`src/rtl/tracker_consts.svh`:
```
`ifndef TRACKER_CONSTS_SVH
`define TRACKER_CONSTS_SVH

// rgb565 pixel, two camera bytes
`define TRK_PIXEL_W      16
// camera parallel bus
`define TRK_BYTE_W       8
// pixel column and line counters
`define TRK_HCOUNT_W     11
`define TRK_VCOUNT_W     10
// top bits of one color channel
`define TRK_INTENSITY_W  4
// coordinate sums, also the divider dividend and quotient
`define TRK_SUM_W        32
// masked pixels per frame
`define TRK_COUNT_W      21
// flops per camera pin synchronizer
`define TRK_SYNC_STAGES  2
// divider bit counter, log2 of TRK_SUM_W
`define TRK_DIV_CNT_W    5

`endif
```
`src/rtl/track_types_pkg.sv`:
```
`default_nettype none

`include "tracker_consts.svh"

package track_types_pkg;

  // channel intensity, same width for the bounds
  typedef logic [`TRK_INTENSITY_W-1:0] intensity_t;

  // which rgb channel feeds the threshold
  typedef enum logic [1:0] {
    chan_red,
    chan_green,
    chan_blue
  } channel_sel_t;

  // running coordinate sums and division results
  typedef logic [`TRK_SUM_W-1:0]   coord_sum_t;
  // number of masked pixels in a frame
  typedef logic [`TRK_COUNT_W-1:0] pix_count_t;

  // centroid sequencer, x is divided first
  typedef enum logic [1:0] {
    st_idle,
    st_div_x,
    st_div_y
  } centroid_state_t;

endpackage

`default_nettype wire

```
`src/rtl/cam_types_pkg.sv`:
```
`default_nettype none

`include "tracker_consts.svh"

package cam_types_pkg;

  // raw byte from the sensor bus
  typedef logic [`TRK_BYTE_W-1:0]     cam_byte_t;
  // assembled pixel, red in the top five bits
  typedef logic [`TRK_PIXEL_W-1:0]    pixel_t;
  // position of a pixel inside the frame
  typedef logic [`TRK_HCOUNT_W-1:0]   hcount_t;
  typedef logic [`TRK_VCOUNT_W-1:0]   vcount_t;

endpackage

`default_nettype wire

```
`src/rtl/color_tracker.sv`:
```
`timescale 1ns/100ps
`default_nettype none

module color_tracker (
  input  logic                          clk_65mhz,
  input  logic                          sys_rst,
  input  cam_types_pkg::cam_byte_t      cam_data,
  input  logic                          cam_pclk,
  input  logic                          cam_href,
  input  logic                          cam_vsync,
  input  track_types_pkg::channel_sel_t channel_sel,
  input  track_types_pkg::intensity_t   lower_bound,
  input  track_types_pkg::intensity_t   upper_bound,
  output cam_types_pkg::hcount_t        x_com,
  output cam_types_pkg::vcount_t        y_com,
  output logic                          com_valid
);

  import cam_types_pkg::*;

  // capture to locator
  pixel_t  pixel;
  logic    pixel_valid;
  logic    frame_done;
  logic    href_sync;
  // locator to threshold
  pixel_t  loc_pixel;
  hcount_t hcount;
  vcount_t vcount;
  logic    loc_valid;
  // threshold to centroid
  logic    mask;
  logic    mask_valid;
  hcount_t mask_x;
  vcount_t mask_y;

  cam_capture u_cam_capture (
    .clk_65mhz   (clk_65mhz),
    .sys_rst     (sys_rst),
    .cam_data    (cam_data),
    .cam_pclk    (cam_pclk),
    .cam_href    (cam_href),
    .cam_vsync   (cam_vsync),
    .pixel       (pixel),
    .pixel_valid (pixel_valid),
    .frame_done  (frame_done),
    .href_sync   (href_sync)
  );

  pixel_locator u_pixel_locator (
    .clk_65mhz   (clk_65mhz),
    .sys_rst     (sys_rst),
    .pixel       (pixel),
    .pixel_valid (pixel_valid),
    .frame_done  (frame_done),
    .href_sync   (href_sync),
    .loc_pixel   (loc_pixel),
    .hcount      (hcount),
    .vcount      (vcount),
    .loc_valid   (loc_valid)
  );

  color_threshold u_color_threshold (
    .clk_65mhz   (clk_65mhz),
    .sys_rst     (sys_rst),
    .loc_pixel   (loc_pixel),
    .hcount      (hcount),
    .vcount      (vcount),
    .loc_valid   (loc_valid),
    .channel_sel (channel_sel),
    .lower_bound (lower_bound),
    .upper_bound (upper_bound),
    .mask        (mask),
    .mask_valid  (mask_valid),
    .mask_x      (mask_x),
    .mask_y      (mask_y)
  );

  // frame_done goes straight across, the sums close on it
  centroid_calc u_centroid_calc (
    .clk_65mhz   (clk_65mhz),
    .sys_rst     (sys_rst),
    .mask        (mask),
    .mask_valid  (mask_valid),
    .mask_x      (mask_x),
    .mask_y      (mask_y),
    .frame_done  (frame_done),
    .x_com       (x_com),
    .y_com       (y_com),
    .com_valid   (com_valid)
  );

endmodule

`default_nettype wire

```
`src/rtl/centroid_calc.sv`:
```
`timescale 1ns/100ps
`default_nettype none

`include "tracker_consts.svh"

module centroid_calc (
  input  logic                   clk_65mhz,
  input  logic                   sys_rst,
  input  logic                   mask,
  input  logic                   mask_valid,
  input  cam_types_pkg::hcount_t mask_x,
  input  cam_types_pkg::vcount_t mask_y,
  input  logic                   frame_done,
  output cam_types_pkg::hcount_t x_com,
  output cam_types_pkg::vcount_t y_com,
  output logic                   com_valid
);

  import cam_types_pkg::*;
  import track_types_pkg::*;

  centroid_state_t state;
  // running totals for the current frame
  coord_sum_t      sum_x;
  coord_sum_t      sum_y;
  pix_count_t      count;
  // operands held for the y division
  coord_sum_t      sum_y_lat;
  pix_count_t      count_lat;
  // x result waits until y is done
  hcount_t         x_quot;

  logic            div_start;
  coord_sum_t      div_dividend;
  pix_count_t      div_divisor;
  coord_sum_t      div_quotient;
  logic            div_done;

  // x launches straight from the live sums, y chains off the x done
  assign div_start = (state == st_idle && frame_done && count != '0) ||
                     (state == st_div_x && div_done);
  assign div_dividend = (state == st_idle) ? sum_x : sum_y_lat;
  assign div_divisor  = (state == st_idle) ? count : count_lat;

  always_ff @(posedge clk_65mhz) begin
    if (sys_rst) begin
      state     <= st_idle;
      sum_x     <= '0;
      sum_y     <= '0;
      count     <= '0;
      x_com     <= '0;
      y_com     <= '0;
      com_valid <= 1'b0;
    end else begin
      com_valid <= 1'b0;
      if (frame_done) begin
        // new frame starts clean even when busy
        sum_x <= '0;
        sum_y <= '0;
        count <= '0;
      end else if (mask_valid && mask) begin
        sum_x <= sum_x + coord_sum_t'(mask_x);
        sum_y <= sum_y + coord_sum_t'(mask_y);
        count <= count + 1'b1;
      end
      case (state)
        st_idle: begin
          if (frame_done && count != '0) begin
            state <= st_div_x;
          end
        end
        st_div_x: begin
          if (div_done) begin
            state <= st_div_y;
          end
        end
        st_div_y: begin
          if (div_done) begin
            x_com     <= x_quot;
            y_com     <= div_quotient[`TRK_VCOUNT_W-1:0];
            com_valid <= 1'b1;
            state     <= st_idle;
          end
        end
        default: state <= st_idle;
      endcase
    end
  end

  // operand and result holding
  always_ff @(posedge clk_65mhz) begin
    if (state == st_idle && frame_done) begin
      sum_y_lat <= sum_y;
      count_lat <= count;
    end
    if (state == st_div_x && div_done) begin
      x_quot <= div_quotient[`TRK_HCOUNT_W-1:0];
    end
  end

  serial_divider u_serial_divider (
    .clk_65mhz (clk_65mhz),
    .sys_rst   (sys_rst),
    .start     (div_start),
    .dividend  (div_dividend),
    .divisor   (div_divisor),
    .quotient  (div_quotient),
    .done      (div_done)
  );

  // mean of in-frame coordinates never exceeds the counter range
  a_x_fits: assert property (
    @(posedge clk_65mhz) disable iff (sys_rst)
    (state == st_div_x && div_done) |-> (div_quotient[`TRK_SUM_W-1:`TRK_HCOUNT_W] == '0)
  );
  a_y_fits: assert property (
    @(posedge clk_65mhz) disable iff (sys_rst)
    (state == st_div_y && div_done) |-> (div_quotient[`TRK_SUM_W-1:`TRK_VCOUNT_W] == '0)
  );

endmodule

`default_nettype wire

```
`src/rtl/color_threshold.sv`:
```
`timescale 1ns/100ps
`default_nettype none

module color_threshold (
  input  logic                          clk_65mhz,
  input  logic                          sys_rst,
  input  cam_types_pkg::pixel_t         loc_pixel,
  input  cam_types_pkg::hcount_t        hcount,
  input  cam_types_pkg::vcount_t        vcount,
  input  logic                          loc_valid,
  input  track_types_pkg::channel_sel_t channel_sel,
  input  track_types_pkg::intensity_t   lower_bound,
  input  track_types_pkg::intensity_t   upper_bound,
  output logic                          mask,
  output logic                          mask_valid,
  output cam_types_pkg::hcount_t        mask_x,
  output cam_types_pkg::vcount_t        mask_y
);

  import track_types_pkg::*;

  intensity_t chan_val;
  logic       in_range;

  // top four bits of r5, g6 or b5
  always_comb begin
    case (channel_sel)
      chan_red:   chan_val = loc_pixel[15:12];
      chan_green: chan_val = loc_pixel[10:7];
      chan_blue:  chan_val = loc_pixel[4:1];
      default:    chan_val = '0;
    endcase
  end

  // both bounds inclusive
  assign in_range = (chan_val >= lower_bound) && (chan_val <= upper_bound);

  always_ff @(posedge clk_65mhz) begin
    if (sys_rst) begin
      mask_valid <= 1'b0;
      mask       <= 1'b0;
    end else begin
      mask_valid <= loc_valid;
      mask       <= loc_valid & in_range;
    end
  end

  // coordinates ride along with the mask bit
  always_ff @(posedge clk_65mhz) begin
    if (loc_valid) begin
      mask_x <= hcount;
      mask_y <= vcount;
    end
  end

endmodule

`default_nettype wire

```
`src/rtl/pixel_locator.sv`:
```
`timescale 1ns/100ps
`default_nettype none

module pixel_locator (
  input  logic                   clk_65mhz,
  input  logic                   sys_rst,
  input  cam_types_pkg::pixel_t  pixel,
  input  logic                   pixel_valid,
  input  logic                   frame_done,
  input  logic                   href_sync,
  output cam_types_pkg::pixel_t  loc_pixel,
  output cam_types_pkg::hcount_t hcount,
  output cam_types_pkg::vcount_t vcount,
  output logic                   loc_valid
);

  import cam_types_pkg::*;

  // position of the next pixel to arrive
  hcount_t col_cnt;
  vcount_t line_cnt;
  logic    href_prev;
  // line saw at least one pixel
  logic    line_has_pix;
  logic    href_fall;

  assign href_fall = href_prev & ~href_sync;

  always_ff @(posedge clk_65mhz) begin
    if (sys_rst) begin
      col_cnt      <= '0;
      line_cnt     <= '0;
      href_prev    <= 1'b0;
      line_has_pix <= 1'b0;
      loc_valid    <= 1'b0;
    end else begin
      href_prev <= href_sync;
      loc_valid <= pixel_valid;
      if (frame_done) begin
        col_cnt      <= '0;
        line_cnt     <= '0;
        line_has_pix <= 1'b0;
      end else if (href_fall) begin
        // empty href runs do not advance the line
        col_cnt      <= '0;
        line_has_pix <= 1'b0;
        if (line_has_pix || pixel_valid) begin
          line_cnt <= line_cnt + 1'b1;
        end
      end else if (pixel_valid) begin
        col_cnt      <= col_cnt + 1'b1;
        line_has_pix <= 1'b1;
      end
    end
  end

  // tag the pixel with where it landed
  always_ff @(posedge clk_65mhz) begin
    if (pixel_valid) begin
      loc_pixel <= pixel;
      hcount    <= col_cnt;
      vcount    <= line_cnt;
    end
  end

endmodule

`default_nettype wire

```
`src/rtl/cam_capture.sv`:
```
`timescale 1ns/100ps
`default_nettype none

`include "tracker_consts.svh"

module cam_capture (
  input  logic                   clk_65mhz,
  input  logic                   sys_rst,
  input  cam_types_pkg::cam_byte_t cam_data,
  input  logic                   cam_pclk,
  input  logic                   cam_href,
  input  logic                   cam_vsync,
  output cam_types_pkg::pixel_t  pixel,
  output logic                   pixel_valid,
  output logic                   frame_done,
  output logic                   href_sync
);

  import cam_types_pkg::*;

  // stage 0 samples the pin, last stage is safe to use
  logic [`TRK_SYNC_STAGES-1:0] pclk_chain;
  logic [`TRK_SYNC_STAGES-1:0] href_chain;
  logic [`TRK_SYNC_STAGES-1:0] vsync_chain;
  cam_byte_t                   data_chain [`TRK_SYNC_STAGES];

  logic      pclk_prev;
  logic      vsync_prev;
  logic      pclk_s;
  logic      vsync_s;
  logic      pclk_rise;
  cam_byte_t data_s;
  // set once the high byte of a pair is held
  logic      half_pixel;
  cam_byte_t high_byte;

  assign pclk_s    = pclk_chain[`TRK_SYNC_STAGES-1];
  assign vsync_s   = vsync_chain[`TRK_SYNC_STAGES-1];
  assign href_sync = href_chain[`TRK_SYNC_STAGES-1];
  assign data_s    = data_chain[`TRK_SYNC_STAGES-1];
  assign pclk_rise = pclk_s & ~pclk_prev;

  // control side of the synchronizers and the byte pairing
  always_ff @(posedge clk_65mhz) begin
    if (sys_rst) begin
      pclk_chain  <= '0;
      href_chain  <= '0;
      vsync_chain <= '0;
      pclk_prev   <= 1'b0;
      vsync_prev  <= 1'b0;
      half_pixel  <= 1'b0;
      pixel_valid <= 1'b0;
      frame_done  <= 1'b0;
    end else begin
      pclk_chain  <= {pclk_chain[`TRK_SYNC_STAGES-2:0], cam_pclk};
      href_chain  <= {href_chain[`TRK_SYNC_STAGES-2:0], cam_href};
      vsync_chain <= {vsync_chain[`TRK_SYNC_STAGES-2:0], cam_vsync};
      pclk_prev   <= pclk_s;
      vsync_prev  <= vsync_s;
      // end of frame on the vsync rise
      frame_done  <= vsync_s & ~vsync_prev;
      pixel_valid <= 1'b0;
      if (!href_sync) begin
        // outside a line, drop any lone high byte
        half_pixel <= 1'b0;
      end else if (pclk_rise) begin
        half_pixel  <= ~half_pixel;
        pixel_valid <= half_pixel;
      end
    end
  end

  // data bus synchronizer
  always_ff @(posedge clk_65mhz) begin
    data_chain[0] <= cam_data;
    for (int i = 1; i < `TRK_SYNC_STAGES; i++) begin
      data_chain[i] <= data_chain[i-1];
    end
  end

  // high byte first, pixel formed on the low byte
  always_ff @(posedge clk_65mhz) begin
    if (href_sync && pclk_rise) begin
      if (half_pixel) begin
        pixel <= {high_byte, data_s};
      end else begin
        high_byte <= data_s;
      end
    end
  end

  // a pixel needs two sensor clocks, so valid is always isolated
  a_valid_single: assert property (
    @(posedge clk_65mhz) disable iff (sys_rst) pixel_valid |=> !pixel_valid
  );

endmodule

`default_nettype wire

```
`src/rtl/serial_divider.sv`:
```
`timescale 1ns/100ps
`default_nettype none

`include "tracker_consts.svh"

module serial_divider (
  input  logic                        clk_65mhz,
  input  logic                        sys_rst,
  input  logic                        start,
  input  track_types_pkg::coord_sum_t dividend,
  input  track_types_pkg::pix_count_t divisor,
  output track_types_pkg::coord_sum_t quotient,
  output logic                        done
);

  import track_types_pkg::*;

  // dividend bits shift out the top, quotient bits shift in the bottom
  coord_sum_t                acc;
  pix_count_t                rem;
  pix_count_t                div_reg;
  logic                      busy;
  logic [`TRK_DIV_CNT_W-1:0] bit_cnt;

  // one extra bit for the shifted partial remainder
  logic [`TRK_COUNT_W:0]     trial;
  logic [`TRK_COUNT_W:0]     diff;
  logic                      fits;

  assign quotient = acc;

  always_comb begin
    trial = {rem, acc[`TRK_SUM_W-1]};
    diff  = trial - {1'b0, div_reg};
    fits  = (trial >= {1'b0, div_reg});
  end

  always_ff @(posedge clk_65mhz) begin
    if (sys_rst) begin
      busy    <= 1'b0;
      done    <= 1'b0;
      bit_cnt <= '0;
    end else begin
      done <= 1'b0;
      if (start && !busy) begin
        busy    <= 1'b1;
        bit_cnt <= '0;
      end else if (busy) begin
        bit_cnt <= bit_cnt + 1'b1;
        // last of the 32 steps
        if (bit_cnt == {`TRK_DIV_CNT_W{1'b1}}) begin
          busy <= 1'b0;
          done <= 1'b1;
        end
      end
    end
  end

  // restoring step, subtract only when the divisor fits
  always_ff @(posedge clk_65mhz) begin
    if (start && !busy) begin
      acc     <= dividend;
      rem     <= '0;
      div_reg <= divisor;
    end else if (busy) begin
      acc <= {acc[`TRK_SUM_W-2:0], fits};
      if (fits) begin
        rem <= diff[`TRK_COUNT_W-1:0];
      end else begin
        rem <= trial[`TRK_COUNT_W-1:0];
      end
    end
  end

  // sequencer must wait for done before the next launch
  a_no_start_busy: assert property (
    @(posedge clk_65mhz) disable iff (sys_rst) busy |-> !start
  );

endmodule

`default_nettype wire

```
`config.mk`:
```
export PLATFORM = sky130hd
export DESIGN_NAME = color_tracker
export DESIGN_NICKNAME = d
export VERILOG_FILES = /design/src/rtl/track_types_pkg.sv /design/src/rtl/cam_types_pkg.sv /design/src/rtl/color_tracker.sv /design/src/rtl/centroid_calc.sv /design/src/rtl/color_threshold.sv /design/src/rtl/pixel_locator.sv /design/src/rtl/cam_capture.sv /design/src/rtl/serial_divider.sv
export VERILOG_INCLUDE_DIRS = /design/src /design/src/rtl
export SDC_FILE = /design/constraint.sdc
export NUM_CORES = 1
export LEC_CHECK = 0
export BUFFER_PORTS_ARGS = -buffer_cell sky130_fd_sc_hd__buf_2
export CAP_MARGIN = 20
export CORE_ASPECT_RATIO = 1.1
export CORE_MARGIN = 2
export CORE_UTILIZATION = 37
export DETAILED_ROUTE_END_ITERATION = 8
export GPL_TIMING_DRIVEN = 1
export MAX_ROUTING_LAYER = met4
export PLACE_DENSITY = 0.48
export RECOVER_POWER = 50
export SYNTH_ARGS = -nofsm -noshare
export SYNTH_HDL_FRONTEND = slang
export SYNTH_SLANG_ARGS = --single-unit
```
`constraint.sdc`:
```
create_clock -name clk_65mhz -period 6.9 [get_ports clk_65mhz]
set_input_delay 0.69 -clock clk_65mhz [delete_from_list [all_inputs] [get_ports clk_65mhz]]
set_output_delay 0.69 -clock clk_65mhz [all_outputs]
set_load 0.01 [all_outputs]
```
==> flow_metrics.tcl <==
set metrics [dict create \
    seq_area_frac_synth_pct 59.13 \
    cts_hold_buf 0 \
    place.port_buffers 44 \
    yosys_warnings 0 \
    gp_congestion 0.8096 \
    detailed_place.area_sq_um 16900 \
    top_delay_family_on_crit_path "buffers and inverters" \
    die_extent_in_x_um 202.8 \
    drt-total-wl_um 32510 \
    syn_avg_cell_area_sq_um 11.07 \
    route.detailed.vias_per_inst 4.898 \
    cts_sinks 380 \
    post_synth_and_or_nand_nor_area_fraction_pct 13.19 \
    ioPinCount 45 \
    post_synth_xor_area_fraction_pct 5.664 \
    power.density_nw_per_um2 263.1 \
    leakagePower_nw 6.957 \
    synth_edf_count 190 \
    synth_cell_type_count 70 \
    synth_flop_cell "sky130_fd_sc_hd__edfxtp_1" \
    drtAntennaViolNets 0 \
    synth-async-reset-ratio_pct 0 \
    grt_first_pass_wirelength_um 53830 \
    cts_buffers 43 \
    unrepaired_setup_endpoints_after_global_routing "no" \
    overall_power_of_the_completed_layout_mw 4.837 \
    number_of_design_rule_violations_left_after_detail_routing 0 \
    height_of_the_chip_um 222.7 \
    peak_vdd_ir_mv 0.2008 \
    detail_route.wl_per_cell_um 15.42 \
    critical_path_required_ps 7310 \
    post_synth_inst_count 1453 \
    floorplan.rows 80 \
    total_nets_final 1580 \
    max_cap_violations 2 \
    timing_worst_setup_path_type "primary input to flop" \
    initial_antenna_violation_count 0 \
    post_cts_resize_count 0 \
    achievable-frequency_ghz 0.2537 \
    post_route_cells_drive_above_1_share_pct 10.62 \
    layout.cell_area.non_filler_sq_um 18390 \
    synth_compound_gate_area_share_pct 10.42 \
    diodes 0 \
    design.die.area_sq_um 45150 \
    min-delay-path-class "primary input to flop" \
    failed_checks "capacitance limit, slew limit" \
    worst_path_largest_cell_delay_ps 1670 \
    cts.repair_timing.setup_buffer_count 0 \
    areaGrowthSynthToFinish_pct 14.31 \
    via_count_of_the_first_global_routing_pass 10070 \
    timing.final.crit_share_pct 57.13 \
    htree_num_levels 2 \
    muxShareOfSynthArea_pct 4.287 \
    insertion_delay_ps 560 \
    max_slew_margin_pct -57.43 \
    setup_violations 0 \
    track_usage_pct 15.31 \
    utilization_pct 42.62 \
    largest_family_of_logic_cells_by_synthesized_area "simple AND/OR/NAND/NOR gates" \
    yosys_register_bits 380 \
    critPathArrivalTime_ps 4360 \
    clock_skew_ps 30.49 \
    critPathSlowestCell "sky130_fd_sc_hd__clkbuf_1" \
    route.vias.total 10330 \
    cts_buffer_depth 3 \
    cts_tree "yes" \
    accumulated_negative_setup_slack_ps 0 \
    grt_max_degree 96 \
    start_util_pct 37.28 \
    critical_path.cell_chain "buf_2 > clkbuf_1 > or2_2 > clkbuf_1 > buf_16 > o31ai_1" \
    run_status "finished, violations left" \
    grt_overflow_total 0 \
    worst_pin_slew_ps 2361 \
    syn-cell-area_sq_um 16080 \
    timing.critical_path.fanout_max 69 \
    finalCriticalPeriod_ps 3942 \
    finalMaxSlewViolations 86 \
    detailed_place_hpwl_um 21730 \
    endpoint_kind "flop" \
    root_buffer "sky130_fd_sc_hd__clkbuf_16" \
    core_sq_um 43140 \
    startpoint_type "primary input" \
    drt_iter0_drc 515 \
    synthAdderAreaFrac_pct 4.699 \
    worst-path-buf-inv 4 \
    cpMostUsedCell "sky130_fd_sc_hd__clkbuf_1" \
    detail_route.first_pass.iterations 5 \
    syn_nets 1533 \
    clkTransAtPathRegs_ps 60 \
    finalHoldViolCount 0 \
]
stage by stage:
step           std cells  setup slack, ps  hold WS (ps)
6_report            2109             2958         233.0
5_1_grt             2109             2552         203.2
3_5_place_dp        2028             3208         312.1
2_1_floorplan       1453             3146         309.6
3_3_place_gp        2027             3297         310.2
4_1_cts             2108             3144         193.2
path summary, 6_finish.rpt:
check / from / endpoint / slack, ps / cells after the start
worst min register to register: u_cam_capture.data_chain[0][3] / u_cam_capture.data_chain[0][11] / 320 / 0
worst min-delay path: cam_data[7] / u_cam_capture.data_chain[0][7] / 230 / 1
worst max-delay path: sys_rst / u_centroid_calc.sum_y[9] / 2960 / 6
worst max register to register: u_centroid_calc.state[0] / u_centroid_calc.u_serial_divider.quotient[26] / 3300 / 7
placed cells by master, fill, tap and decap left out, types with 6 or more instances in the layout:
master	count
sky130_fd_sc_hd__nor2b_1	21
sky130_fd_sc_hd__mux2_2	22
sky130_fd_sc_hd__a21oi_1	142
sky130_fd_sc_hd__and3_1	19
sky130_fd_sc_hd__a211oi_1	6
sky130_fd_sc_hd__clkbuf_16	44
sky130_fd_sc_hd__a22o_1	14
sky130_fd_sc_hd__mux2i_1	43
sky130_fd_sc_hd__clkbuf_1	20
sky130_fd_sc_hd__o21ai_1	9
sky130_fd_sc_hd__a21o_1	12
sky130_fd_sc_hd__or3_1	17
sky130_fd_sc_hd__nor2_1	140
sky130_fd_sc_hd__buf_4	7
sky130_fd_sc_hd__edfxtp_1	190
sky130_fd_sc_hd__ha_1	54
sky130_fd_sc_hd__o211ai_1	7
sky130_fd_sc_hd__nand2_1	168
sky130_fd_sc_hd__xor2_1	51
sky130_fd_sc_hd__xnor2_1	53
sky130_fd_sc_hd__a31oi_1	6
sky130_fd_sc_hd__inv_1	51
sky130_fd_sc_hd__nand2b_1	7
sky130_fd_sc_hd__buf_2	40
sky130_fd_sc_hd__o21ai_0	54
sky130_fd_sc_hd__nand3_1	25
sky130_fd_sc_hd__nand4_1	15
sky130_fd_sc_hd__clkbuf_8	11
sky130_fd_sc_hd__dfxtp_1	190
sky130_fd_sc_hd__nor3_1	9
layout make-up:
class,instances,area [sq um]
inverter,51,191.4
clock inverter,13,185.2
tap,574,718.2
multi-input combinational,967,6162
clock buffer,67,1297
sequential,380,9509
fill,4109,24760
timing repair buffer,57,321.6
routing by layer:
metal  wire length, um  up-vias  GRT usage [%]
li1                  -     5246              -
met1             15780     4905          20.35
met2             14890      121          23.71
met3              1065       57          2.596
met4               782        0          5.227
met5                 0        -              -
kinds of logic after synthesis:
family / after synthesis
AO/OA/AOI/OAI: 280
XOR/XNOR: 104
multiplexers: 66
buffers and inverters: 106
AND/OR/NAND/NOR: 458
adder cells (fa/ha/maj): 59
flip-flops: 380
synth_stat cells (19+ instances only):
cell type / instances / area share [%]
sky130_fd_sc_hd__dfxtp_1: 190 / 24
sky130_fd_sc_hd__edfxtp_1: 190 / 35
sky130_fd_sc_hd__nand2_1: 168 / 3.9
sky130_fd_sc_hd__a21oi_1: 142 / 4.4
sky130_fd_sc_hd__nor2_1: 140 / 3.3
sky130_fd_sc_hd__ha_1: 54 / 4.2
sky130_fd_sc_hd__o21ai_0: 54 / 1.7
sky130_fd_sc_hd__xnor2_1: 53 / 2.9
sky130_fd_sc_hd__inv_1: 51 / 1.2
sky130_fd_sc_hd__xor2_1: 51 / 2.8
sky130_fd_sc_hd__mux2i_1: 43 / 2.7
sky130_fd_sc_hd__clkbuf_1: 36 / 0.84
sky130_fd_sc_hd__nand3_1: 25 / 0.78
sky130_fd_sc_hd__mux2_2: 22 / 1.5
sky130_fd_sc_hd__nor2b_1: 22 / 0.86
sky130_fd_sc_hd__and3_1: 19 / 0.74
report_power, final:
part,leakage (nW),total [mW],internal [mW],switching [mW]
registers,3.29,2.38,2.37,0.00907
logic,2.94,0.102,0.0381,0.0643
clock network,0.725,2.36,1.45,0.912
total,6.96,4.84,3.85,0.985
Note: power is estimated with default switching activity, not from simulation.
